**config.mk**
```make
export PLATFORM = sky130hd
export DESIGN_NAME = audio_channel_top
export DESIGN_NICKNAME = d
export VERILOG_FILES = /design/src/common/audio_pkg.sv /design/src/filter/lowpass_filter.sv /design/src/source/control_regs.sv /design/src/source/volume_stage.sv /design/src/source/audio_channel_top.sv
export SDC_FILE = /design/constraint.sdc
export NUM_CORES = 2
export LEC_CHECK = 0
export BUFFER_PORTS_ARGS = -buffer_cell sky130_fd_sc_hd__buf_2
export CAP_MARGIN = 30
export CORE_AREA = 2 2 434 436
export DETAILED_ROUTE_END_ITERATION = 10
export DIE_AREA = 0 0 436 438
export GPL_TIMING_DRIVEN = 0
export SYNTH_ARGS = -nofsm -noshare
export SYNTH_HDL_FRONTEND = slang
export SYNTH_SLANG_ARGS = --single-unit
```
**constraint.sdc**
```tcl
create_clock -name clk -period 14.9 [get_ports clk]
set_input_delay 0 -clock clk [delete_from_list [all_inputs] [get_ports clk]]
set_output_delay 0 -clock clk [all_outputs]
set_load 0.005 [all_outputs]
```
**src/common/audio_pkg.sv**
```systemverilog
package audio_pkg;

	// ----------------------------------------------------------------------
	// sample format.
	// ----------------------------------------------------------------------
	localparam int SAMPLE_WIDTH = 24;
	localparam int FILTER_DEPTH = 16;

	typedef logic signed [SAMPLE_WIDTH-1:0] sample_t;

	localparam sample_t SAMPLE_MAX = 24'sh7f_ffff;
	localparam sample_t SAMPLE_MIN = 24'sh80_0000;

	typedef struct packed {
		logic    valid;
		sample_t data;
	} audio_stream_t;

	// one shift-and-add response per mode, see lowpass_filter.
	typedef enum logic [2:0] {
		lp_2tap  = 3'd0,
		lp_blend = 3'd1,
		lp_4tap  = 3'd2,
		lp_6tap  = 3'd3,
		lp_7tap  = 3'd4,
		lp_10tap = 3'd5,
		lp_12tap = 3'd6,
		lp_16tap = 3'd7
	} filter_mode_e;

	// gain is unsigned, 128 is unity.
	localparam logic [7:0] GAIN_UNITY = 8'd128;
	localparam int         GAIN_SHIFT = 7;

	typedef struct packed {
		filter_mode_e mode;
		logic         bypass;
		logic [7:0]   gain;
	} channel_ctrl_t;

	// ----------------------------------------------------------------------
	// wishbone classic and register map.
	// ----------------------------------------------------------------------
	typedef struct packed {
		logic        cyc;
		logic        stb;
		logic        we;
		logic [3:0]  adr;
		logic [31:0] dat;
	} wb_req_t;

	typedef struct packed {
		logic        ack;
		logic [31:0] dat;
	} wb_rsp_t;

	localparam logic [3:0] REG_CTRL    = 4'h0;
	localparam logic [3:0] REG_GAIN    = 4'h4;
	localparam logic [3:0] REG_SAMPLES = 4'h8;
	localparam logic [3:0] REG_CLIPS   = 4'hc;

endpackage

```
**src/filter/lowpass_filter.sv**
```systemverilog
module lowpass_filter (
	input  logic                   clk,
	input  logic                   reset_n,
	input  audio_pkg::audio_stream_t sample_in,
	input  audio_pkg::filter_mode_e  mode,
	input  logic                   bypass,
	output audio_pkg::audio_stream_t filtered
);

	import audio_pkg::*;

	// a few guard bits over the sample width for the adder tree.
	localparam int ACC_WIDTH = SAMPLE_WIDTH + 4;

	typedef logic signed [ACC_WIDTH-1:0] acc_t;

	sample_t delay_line [FILTER_DEPTH];
	logic    tap_valid;
	logic    sum_valid;
	acc_t    sum_acc;

	// ----------------------------------------------------------------------
	// ladder response.
	// taps 0 and 1 take the top shift, every older tap one less,
	// ending at shift 1 on the oldest tap. weights add up to one.
	// ----------------------------------------------------------------------
	function automatic acc_t ladder_sum(
		input sample_t     taps [FILTER_DEPTH],
		input int unsigned n_taps
	);
		acc_t        acc;
		int unsigned shift;
		acc = '0;
		for (int i = 0; i < FILTER_DEPTH; i++) begin
			if (i < n_taps) begin
				shift = (i == 0) ? n_taps - 1 : n_taps - i;
				acc   = acc + acc_t'(taps[i] >>> shift);
			end
		end
		return acc;
	endfunction

	// blend puts 3/4 on the newest sample and 1/4 on the one before.
	function automatic acc_t blend_sum(input sample_t taps [FILTER_DEPTH]);
		acc_t acc;
		acc = acc_t'(taps[0] >>> 2) + acc_t'(taps[1] >>> 2);
		acc = acc + acc_t'(taps[0] >>> 1);
		return acc;
	endfunction

	// ----------------------------------------------------------------------
	// delay line.
	// ----------------------------------------------------------------------
	// moves only on a valid input.
	always_ff @(posedge clk) begin
		if (!reset_n) begin
			for (int i = 0; i < FILTER_DEPTH; i++) begin
				delay_line[i] <= '0;
			end
		end else if (sample_in.valid) begin
			delay_line[0] <= sample_in.data;
			for (int i = 1; i < FILTER_DEPTH; i++) begin
				delay_line[i] <= delay_line[i-1];
			end
		end
	end

	// valid follows the sample through both stages.
	always_ff @(posedge clk) begin
		if (!reset_n) begin
			tap_valid <= 1'b0;
			sum_valid <= 1'b0;
		end else begin
			tap_valid <= sample_in.valid;
			sum_valid <= tap_valid;
		end
	end

	// ----------------------------------------------------------------------
	// sum stage.
	// ----------------------------------------------------------------------
	// mode is sampled here, so a change hits the next sum only.
	always_ff @(posedge clk) begin
		if (tap_valid) begin
			if (bypass) begin
				// same stage as the filter so latency does not move.
				sum_acc <= acc_t'(delay_line[0]);
			end else begin
				unique case (mode)
					lp_2tap:  sum_acc <= ladder_sum(delay_line, 2);
					lp_blend: sum_acc <= blend_sum(delay_line);
					lp_4tap:  sum_acc <= ladder_sum(delay_line, 4);
					lp_6tap:  sum_acc <= ladder_sum(delay_line, 6);
					lp_7tap:  sum_acc <= ladder_sum(delay_line, 7);
					lp_10tap: sum_acc <= ladder_sum(delay_line, 10);
					lp_12tap: sum_acc <= ladder_sum(delay_line, 12);
					lp_16tap: sum_acc <= ladder_sum(delay_line, 16);
				endcase
			end
		end
	end

	// unity gain response, the top bits are sign only.
	assign filtered.valid = sum_valid;
	assign filtered.data  = sum_acc[SAMPLE_WIDTH-1:0];

	// mode comes from the register block and must be settled.
	mode_known_a: assert property (
		@(posedge clk) disable iff (!reset_n)
		tap_valid |-> !$isunknown(mode)
	);

endmodule

```
**src/source/control_regs.sv**
```systemverilog
module control_regs (
	input  logic                  clk,
	input  logic                  reset_n,
	input  audio_pkg::wb_req_t     wb_req,
	input  logic                  sample_event,
	input  logic                  clip_event,
	output audio_pkg::wb_rsp_t     wb_rsp,
	output audio_pkg::channel_ctrl_t ctrl
);

	import audio_pkg::*;

	typedef enum logic [1:0] {
		sel_ctrl    = REG_CTRL[3:2],
		sel_gain    = REG_GAIN[3:2],
		sel_samples = REG_SAMPLES[3:2],
		sel_clips   = REG_CLIPS[3:2]
	} reg_sel_e;

	reg_sel_e      sel;
	logic          access;
	logic          wr;
	logic          ack_q;
	logic [31:0]   rd_data;
	logic [31:0]   rd_q;
	logic [31:0]   sample_count;
	logic [31:0]   clip_count;
	channel_ctrl_t ctrl_q;

	assign sel = reg_sel_e'(wb_req.adr[3:2]);

	// a new request is taken only while ack is low.
	assign access = wb_req.cyc && wb_req.stb && !ack_q;
	assign wr     = access && wb_req.we;

	always_ff @(posedge clk) begin
		if (!reset_n) begin
			ack_q <= 1'b0;
		end else begin
			ack_q <= access;
		end
	end

	// ----------------------------------------------------------------------
	// control registers.
	// ----------------------------------------------------------------------
	// written on the same edge that raises ack.
	always_ff @(posedge clk) begin
		if (!reset_n) begin
			ctrl_q <= '{mode: lp_2tap, bypass: 1'b0, gain: GAIN_UNITY};
		end else if (wr && sel == sel_ctrl) begin
			ctrl_q.mode   <= filter_mode_e'(wb_req.dat[2:0]);
			ctrl_q.bypass <= wb_req.dat[3];
		end else if (wr && sel == sel_gain) begin
			ctrl_q.gain <= wb_req.dat[7:0];
		end
	end

	// ----------------------------------------------------------------------
	// event counters.
	// ----------------------------------------------------------------------
	// a write clears the counter but an event in the same cycle still counts.
	always_ff @(posedge clk) begin
		if (!reset_n) begin
			sample_count <= '0;
			clip_count   <= '0;
		end else begin
			if (wr && sel == sel_samples) begin
				sample_count <= 32'(sample_event);
			end else begin
				sample_count <= sample_count + 32'(sample_event);
			end
			if (wr && sel == sel_clips) begin
				clip_count <= 32'(clip_event);
			end else begin
				clip_count <= clip_count + 32'(clip_event);
			end
		end
	end

	always_comb begin
		unique case (sel)
			sel_ctrl:    rd_data = {28'd0, ctrl_q.bypass, ctrl_q.mode};
			sel_gain:    rd_data = {24'd0, ctrl_q.gain};
			sel_samples: rd_data = sample_count;
			sel_clips:   rd_data = clip_count;
		endcase
	end

	// read data lines up with ack.
	always_ff @(posedge clk) begin
		if (access) begin
			rd_q <= rd_data;
		end
	end

	assign wb_rsp.ack = ack_q;
	assign wb_rsp.dat = rd_q;
	assign ctrl       = ctrl_q;

	// ack only answers a held request and never repeats on the next cycle.
	single_ack_a: assert property (
		@(posedge clk) disable iff (!reset_n)
		wb_rsp.ack |-> (wb_req.cyc && wb_req.stb && !$past(wb_rsp.ack))
	);

endmodule

```
**src/source/volume_stage.sv**
```systemverilog
module volume_stage (
	input  logic                   clk,
	input  logic                   reset_n,
	input  audio_pkg::audio_stream_t filtered,
	input  logic [7:0]             gain,
	output audio_pkg::audio_stream_t sample_out,
	output logic                   sample_event,
	output logic                   clip_event
);

	import audio_pkg::*;

	localparam int PROD_WIDTH = SAMPLE_WIDTH + 9;

	logic signed [PROD_WIDTH-1:0] product;
	logic signed [PROD_WIDTH-1:0] scaled;
	sample_t                      limited;
	logic                         clip;
	logic                         out_valid;
	sample_t                      out_data;

	// unsigned gain gets a zero sign bit.
	assign product = filtered.data * $signed({1'b0, gain});
	assign scaled  = product >>> GAIN_SHIFT;

	// saturate to the sample range.
	always_comb begin
		clip    = 1'b0;
		limited = scaled[SAMPLE_WIDTH-1:0];
		if (scaled > SAMPLE_MAX) begin
			clip    = 1'b1;
			limited = SAMPLE_MAX;
		end else if (scaled < SAMPLE_MIN) begin
			clip    = 1'b1;
			limited = SAMPLE_MIN;
		end
	end

	always_ff @(posedge clk) begin
		if (!reset_n) begin
			out_valid    <= 1'b0;
			sample_event <= 1'b0;
			clip_event   <= 1'b0;
		end else begin
			out_valid    <= filtered.valid;
			sample_event <= filtered.valid;
			clip_event   <= filtered.valid && clip;
		end
	end

	always_ff @(posedge clk) begin
		if (filtered.valid) begin
			out_data <= limited;
		end
	end

	assign sample_out.valid = out_valid;
	assign sample_out.data  = out_data;

	// the filter has unity gain, so a clip needs gain above unity.
	// a clip is always also a counted output sample.
	clip_has_sample_a: assert property (
		@(posedge clk) disable iff (!reset_n)
		clip_event |-> (sample_event && $past(gain) > GAIN_UNITY)
	);

endmodule

```
**src/source/audio_channel_top.sv**
```systemverilog
module audio_channel_top (
	input  logic                   clk,
	input  logic                   reset_n,
	input  audio_pkg::wb_req_t      wb_req,
	input  audio_pkg::audio_stream_t sample_in,
	output audio_pkg::wb_rsp_t      wb_rsp,
	output audio_pkg::audio_stream_t sample_out
);

	import audio_pkg::*;

	audio_stream_t filtered;
	channel_ctrl_t ctrl;
	logic          sample_event;
	logic          clip_event;

	// ----------------------------------------------------------------------
	// datapath.
	// ----------------------------------------------------------------------
	// two cycles in the filter.
	lowpass_filter u_filter (
		.clk       (clk),
		.reset_n   (reset_n),
		.sample_in (sample_in),
		.mode      (ctrl.mode),
		.bypass    (ctrl.bypass),
		.filtered  (filtered)
	);

	// one cycle for gain and saturation.
	volume_stage u_volume (
		.clk          (clk),
		.reset_n      (reset_n),
		.filtered     (filtered),
		.gain         (ctrl.gain),
		.sample_out   (sample_out),
		.sample_event (sample_event),
		.clip_event   (clip_event)
	);

	// ----------------------------------------------------------------------
	// register block.
	// ----------------------------------------------------------------------
	control_regs u_regs (
		.clk          (clk),
		.reset_n      (reset_n),
		.wb_req       (wb_req),
		.sample_event (sample_event),
		.clip_event   (clip_event),
		.wb_rsp       (wb_rsp),
		.ctrl         (ctrl)
	);

endmodule

```
# --- Yosys cells after proc, flatten, opt, wreduce, memory -nomap -nowiden ---
# Cells that the tools add are included.
classes:
  n_reduce_logical: 14
  add_sub_neg: 54
  eq_ne: 10
  n_mul: 1
  magnitude_cmp: 2
  bitwise: 2
  n_mux: 158
ops:
  columns: ["op", "count"]
  rows:
  - ["two-way mux 24 bit", 152]
  - ["one-hot mux 24 bit (8 select lines)", 1]
  - ["adder 24 x 23 -> 24 bit", 7]
  - ["adder 24 x 21 -> 24 bit", 6]
  - ["adder 24 x 22 -> 24 bit", 6]
  - ["one-hot mux 32 bit (4 select lines)", 1]
  - ["adder 24 x 19 -> 24 bit", 5]
  - ["adder 24 x 20 -> 24 bit", 5]
  - ["adder 24 x 18 -> 24 bit", 4]
  - ["adder 24 x 15 -> 24 bit", 3]
  - ["adder 24 x 16 -> 24 bit", 3]
  - ["adder 24 x 17 -> 24 bit", 3]
  - ["adder 32 x 1 -> 32 bit", 2]
  - ["adder 24 x 13 -> 24 bit", 2]
  - ["adder 24 x 14 -> 24 bit", 2]
  - ["multiplier 24 x 9 -> 33 bit", 1]
  - ["> comparator 26 x 24 -> 1 bit, second input constant", 1]
  - ["< comparator 26 x 24 -> 1 bit, second input constant", 1]
  - ["adder 23 x 23 -> 24 bit", 1]
  - ["adder 24 x 10 -> 24 bit", 1]
  - ["adder 24 x 11 -> 24 bit", 1]
  - ["adder 24 x 12 -> 24 bit", 1]
  - ["adder 24 x 9 -> 24 bit", 1]
  - ["adder 22 x 22 -> 23 bit", 1]
  - ["13 further kinds", 30]
totals:
  input_bits: 66
  word_cells: 272
  reg_bits: 545

# --- Longest topological paths before layout ---
logic_depth:
  word_depth: 63
  mapped_depth: 88
  mapped_depth_nobuf: 88

# --- Hierarchy ---
# From an unflattened synthesis, not the netlist that was laid out.
unflattened:
  cells_unflattened: 9419
  hier_area_um2: 75333.5
by_module_without_submodules:
  columns: ["mod", "area_per_inst_um2", "seq_area_each_um2", "instances", "cells_per_inst"]
  rows:
  - ["lowpass_filter", 62715.1, 8147.8, 1, 8097]
  - ["volume_stage", 7572.3, 760.7, 1, 840]
  - ["control_regs", 5046.1, 2502.4, 1, 482]

# --- Least setup slack after synthesis ---
# OpenSTA, ideal clock, no wires.
synth_timing:
  path_kind: "register to register"
  startpoint: "register u_filter.delay_line[378] (netlist bit)"
  endpoint: "register u_filter.sum_acc[22] (data pin)"
  setup_slack_ns: -0.222
  n_path_buf: 1
  period_less_slack_ns: 15.122
  setup_ns: 0.264
  stages_incl_launch_ff: 81
  t_required_ns: 14.636
  t_arrival_ns: 14.858
  cell_sequence: "dfxtp_1 ha_1 buf_1 nand2_1 nor2_1 a21oi_1 xnor2_1 ha_1 or4_1 o22ai_1 xnor2_1 ha_1 o21ai_0 nand2_1 xor2_1 ha_1 and3_1 a221o_1 [... 45 more ...] xor2_1 ha_1 inv_1 or4_1 nand4_1 ha_1 xor2_1 ha_1 inv_1 nor3_1 a21oi_1 o21ai_0 a211oi_1 o311ai_0 a221oi_1 o211ai_1 a211oi_1 a2bb2oi_1"
synth_via:
  elab_chain_len: 62
synth_lines:
  columns: ["item", "line_no", "text"]
  rows:
  - ["start, declared", "lowpass_filter.sv:17", "sample_t delay_line [FILTER_DEPTH];"]
  - ["start signal, assigned by index", "lowpass_filter.sv:63", "delay_line[i] <= delay_line[i-1];"]
  - ["two-way mux 24 bit", "lowpass_filter.sv:89", "unique case (mode)"]
  - ["two-way mux 24 bit", "lowpass_filter.sv:85", "if (bypass) begin"]
  - ["two-way mux 24 bit", "lowpass_filter.sv:84", "if (tap_valid) begin"]
  - ["adder 24 x 9 -> 24 bit", "lowpass_filter.sv:37", "acc = acc + acc_t'(taps[i] >>> shift);"]
  - ["two-way mux 24 bit", "lowpass_filter.sv:89", null]
  - ["two-way mux 24 bit", "lowpass_filter.sv:85", null]
  - ["two-way mux 24 bit", "lowpass_filter.sv:84", null]
  - ["adder 24 x 10 -> 24 bit", "lowpass_filter.sv:37", null]
  - ["[... 46 more ...]", null, null]
  - ["two-way mux 24 bit", "lowpass_filter.sv:84", null]
  - ["adder 24 x 22 -> 24 bit", "lowpass_filter.sv:37", null]
  - ["two-way mux 24 bit", "lowpass_filter.sv:89", null]
  - ["two-way mux 24 bit", "lowpass_filter.sv:85", null]
  - ["two-way mux 24 bit", "lowpass_filter.sv:84", null]
  - ["adder 24 x 23 -> 24 bit", "lowpass_filter.sv:37", null]
  - ["one-hot mux 24 bit (8 select lines) (*)", "lowpass_filter.sv:89", null]
  - ["two-way mux 24 bit (*)", "lowpass_filter.sv:85", null]
  - ["end signal, assigned", "lowpass_filter.sv:87", "sum_acc <= acc_t'(delay_line[0]);"]
  - ["end signal, assigned", "lowpass_filter.sv:90", "lp_2tap: sum_acc <= ladder_sum(delay_line, 2);"]
  - ["end signal, assigned", "lowpass_filter.sv:91", "lp_blend: sum_acc <= blend_sum(delay_line);"]
  - ["end, declared", "lowpass_filter.sv:20", "acc_t sum_acc;"]
# Mark *: on every way between the ends. The rest lies on a longest branch, timed or not. The select of a mux whose other input is x is not followed.
# A chain may end at the register's enable or synchronous reset.

# --- Worst setup path after layout ---
layout_timing:
  startpoint: "register u_filter.delay_line[375] (netlist bit)"
  endpoint: "register u_filter.sum_acc[22] (data pin)"
# The elaborated chain is that of the path after synthesis.

==> summary.txt <==
Die
  • DIE HEIGHT: 438 um
  • Core area: 187,000 sq um
  • Rows: 159
  • Die ar.: ~190,000 sq um
  • Die Wd: 436 um
  • # IOs: 124
  • Starting density of the core: 39.8%

Synthesis
  • Netlist cell types: 96
  • Syn nets: 10,600
  • Count leader, synth: ha_1
  • Async S/R FF share, synth: 0%
  • Synth area leaders: ha_1 (19%), dfxtp_1 (12%), xnor2_1 (7.5%)
  • Yosys top cell area share: 18.6%
  • Post-synthesis instance area: 74,300 sq um
  • Mean post-synth cell area: 8.07 sq um
  • Post-synth EDFFs: 80
  • Synth cell count leaders: ha_1 (1,103), nor2_1 (800), xnor2_1 (638)
  • Main flop type after synthesis: dfxtp_1
  • Post-Syn Instances: 9,206
  • Ys Warns: 0
  • Cell taking the most area after synthesis: ha_1
  • Seq/Total Area, Yosys: 15.4%
  • Count of state elements after synthesis: 530

Clocking
  • CTS sink count: 530
  • Clock slew at reported path FFs: ~0.06 ns
  • Root Buffer: clkbuf_16
  • CTS Buf Count: just over 70
  • CTS Buffer Depth: 3
  • Clock Latency Late Sink: 0.70 ns
  • CTS tree: built
  • H-tree Lvls: 3

Global routing
  • All-Layer GR Usage: 27.8%
  • Vias in the first global route: 68,500
  • Largest net degree at the start of global routing: between 40 and 50
  • Initial antenna violation count: 16
  • Global route overflow: 0
  • Global-route wire length before repair: 407,000 um

Route
  • Remaining antenna violation count: 0
  • Drt pass-1 iters: 8
  • Via count: 69,500
  • Residual DRC: 0
  • WL final: 278,000 um
  • Initial DRC Count: 4,908
  • Vias per inst: 5.69
  • Routed length per placed instance: around 23 um

STA
  • RSZ-0062 raised after global routing: true
  • Worst Skew: 0.0482 ns
  • Slew headroom: 23.3%
  • Tcrit/Tclk final: 110%
  • Setup-failing EPs final: 5
  • Fmax: 0.0610 GHz
  • Final hold vios: 0
  • Worst-Margin Slew: ~1.1 ns
  • Post-layout min period: 16.39 ns
  • Fin worst setup slack: -1.49 ns
  • Fin. max-slew vios: 0

Placed design
  • Hpwl dp: approximately 230,000 um
  • Area of placed instances: 78,500 sq um
  • PortBufs: 94
  • RePlAce Congestion: 0.991
  • Placed cell count: 11,800

Worst setup path
  • Reg2reg start: u_filter.delay_line[375]
  • CP max FO: 6
  • CP dominant cell by count: buf_4
  • Reg2reg end: u_filter.sum_acc[22]
  • Crit Path Class: reg2reg
  • Setup crit end kind: register
  • CP arrival: around 17 ns
  • Crit start category: register
  • Crit. Startpoint: u_filter.delay_line[375]
  • CP max stage cell: or4_4
  • Delay of the slowest critical-path stage: 0.55 ns
  • R2R depth: 84
  • Req. time, crit path: 15.31 ns
  • Reg2reg setup slack: -1.49 ns
  • Crit path capture: u_filter.sum_acc[22]

Power and ir drop
  • Overall power: around 5.2 mW
  • Power Dens Cells: between 60 and 70 nW/um^2
  • Peak supply drop: 0.0000810 V
  • Leak: 40.7 nW

Finish
  • Finished Layout Cells: 12,200
  • # nets final: 11,000
  • FF/Latch Area: 11,500 sq um
  • Area occupied by multi-input gates: 63,300 sq um
  • Area growth, synth to finish: 16.3%
  • Finished Cell Area: 86,400 sq um
  • Layout cells sized above 1: 10.7%
  • Post-layout util: 46.3%
  • Fillcell total: 18,200

Run
  • MaxCap Viol Count: 0

Min path
  • Min-Delay Path Class: in2reg
  • Hold Path Depth: 5

Outcome
  • Failing checks: setup timing
  • Status: complete, but fails checks
report_power, final:
group	switching, mW	leakage, nW	total, mW	internal [mW]
Clock	0.789	1.19	1.84	1.05
Combinational	1.08	35.1	1.85	0.767
Sequential	0.0413	4.40	1.52	1.48
Total	1.92	40.7	5.21	3.30
cells in the final DEF, fill, tap and decap left out, types with 26 or more instances in the layout:
master,n
nand4_1,42
nand3_1,150
xor2_1,257
nor2b_1,544
a211oi_1,70
o21a_1,133
xnor2_1,592
buf_2,100
dlygate4sd3_1,38
nor2_2,26
o21ai_2,40
a21boi_0,99
o21ai_1,57
xnor2_2,43
nor2_1,758
o21bai_1,62
dfxtp_1,430
and2_1,145
edfxtp_1,80
a21o_1,263
a21oi_1,555
inv_1,612
a31oi_1,54
o22ai_1,34
o31ai_1,29
or3_1,52
clkbuf_1,130
nand2_1,554
mux2i_1,415
and3_1,92
buf_4,193
fa_1,221
nor3_1,183
ha_4,66
o21ai_0,502
ha_1,1015
clkbuf_16,72
nand2b_1,125
a21oi_2,47
buf_1,39
how the worst min path moves through the flow:
stage	start	end	slack, ns
after floorplan	wb_req[7]	u_regs.ctrl[7]	0.13
after global placement	wb_req[5]	u_regs.ctrl[5]	0.26
after detailed placement	sample_in[2]	u_filter.delay_line[362]	0.27
after CTS	wb_req[34]	u_regs.rd_q[7]	0.004
after global routing	wb_req[34]	u_regs.rd_q[7]	0.04
final	wb_req[35]	u_regs.sample_count[0]	0.05
metrics by stage:
step / hold WS (ns) / setup WS, ns / setup TNS (ns)
floorplan: 0.129 / 0.0339 / 0
global placement: 0.257 / -5.19 / -48.50
detailed placement: 0.269 / -5.17 / -46.87
CTS: 0.00402 / -1.47 / -4.30
global route: 0.0399 / -1.90 / -6.90
finish: 0.0482 / -1.49 / -4.11
layout make-up:
| cell class | count | area share, % |
|---|---|---|
| well taps | 2495 | 3.61 |
| diodes | 6 | 0.0174 |
| repair buffers | 368 | 3.47 |
| clock buffers | 94 | 2.32 |
| flip-flops and latches | 530 | 13.3 |
| plain buffers | 176 | 0.863 |
| inverters | 624 | 2.73 |
| multi-input cells | 7873 | 73.2 |
| clock inverters | 36 | 0.504 |
state kept, by name, indices dropped and copies added, names as in the netlist:
name,count
u_regs.clip_count,32
u_volume.clip_event,1
u_filter.delay_line,369
u_regs.ack_q,1
u_volume.sample_event,1
u_filter.sum_acc,24
u_regs.sample_count,32
u_regs.ctrl,12
u_filter.sum_valid,1
u_volume.out_data,24
u_filter.tap_valid,1
u_regs.rd_q,32
routing by layer:
layer	track usage (%)	vias up	wire length, um
li1	-	33500	-
met1	34.7	33600	119000
met2	47.4	1827	130000
met3	3.04	518	13000
met4	13.9	2	15700
met5	0	-	7
critical path, delay by kind of cell, from the launching register on:
kind,cells,cell delay (ns)
buffers and inverters,12,1.61
adder cells (fa/ha/maj),16,4.58
flip-flops,1,0.40
XOR/XNOR,8,1.39
AND/OR/NAND/NOR,18,2.63
AO/OA/AOI/OAI,30,5.50
logic make-up after synthesis:
group / Yosys count / share of synthesized area [%]
AO/OA/AOI/OAI: 2353 / 20.2
XOR/XNOR: 926 / 11.1
adder cells (fa/ha/maj): 1327 / 24.6
buffers and inverters: 803 / 4.09
flip-flops: 530 / 15.4
multiplexers: 426 / 5.82
AND/OR/NAND/NOR: 2841 / 18.9
what timing repair did:
action                     4_1_cts  5_1_grt
hold buffers                    38        0
buffers inserted               128       69
hold endpoints to repair        46        0
setup endpoints to repair       18       14
gates resized for setup        410      364
gates cloned                     0        0
pin swaps                      171      222
(Power assumes the default switching activity.)
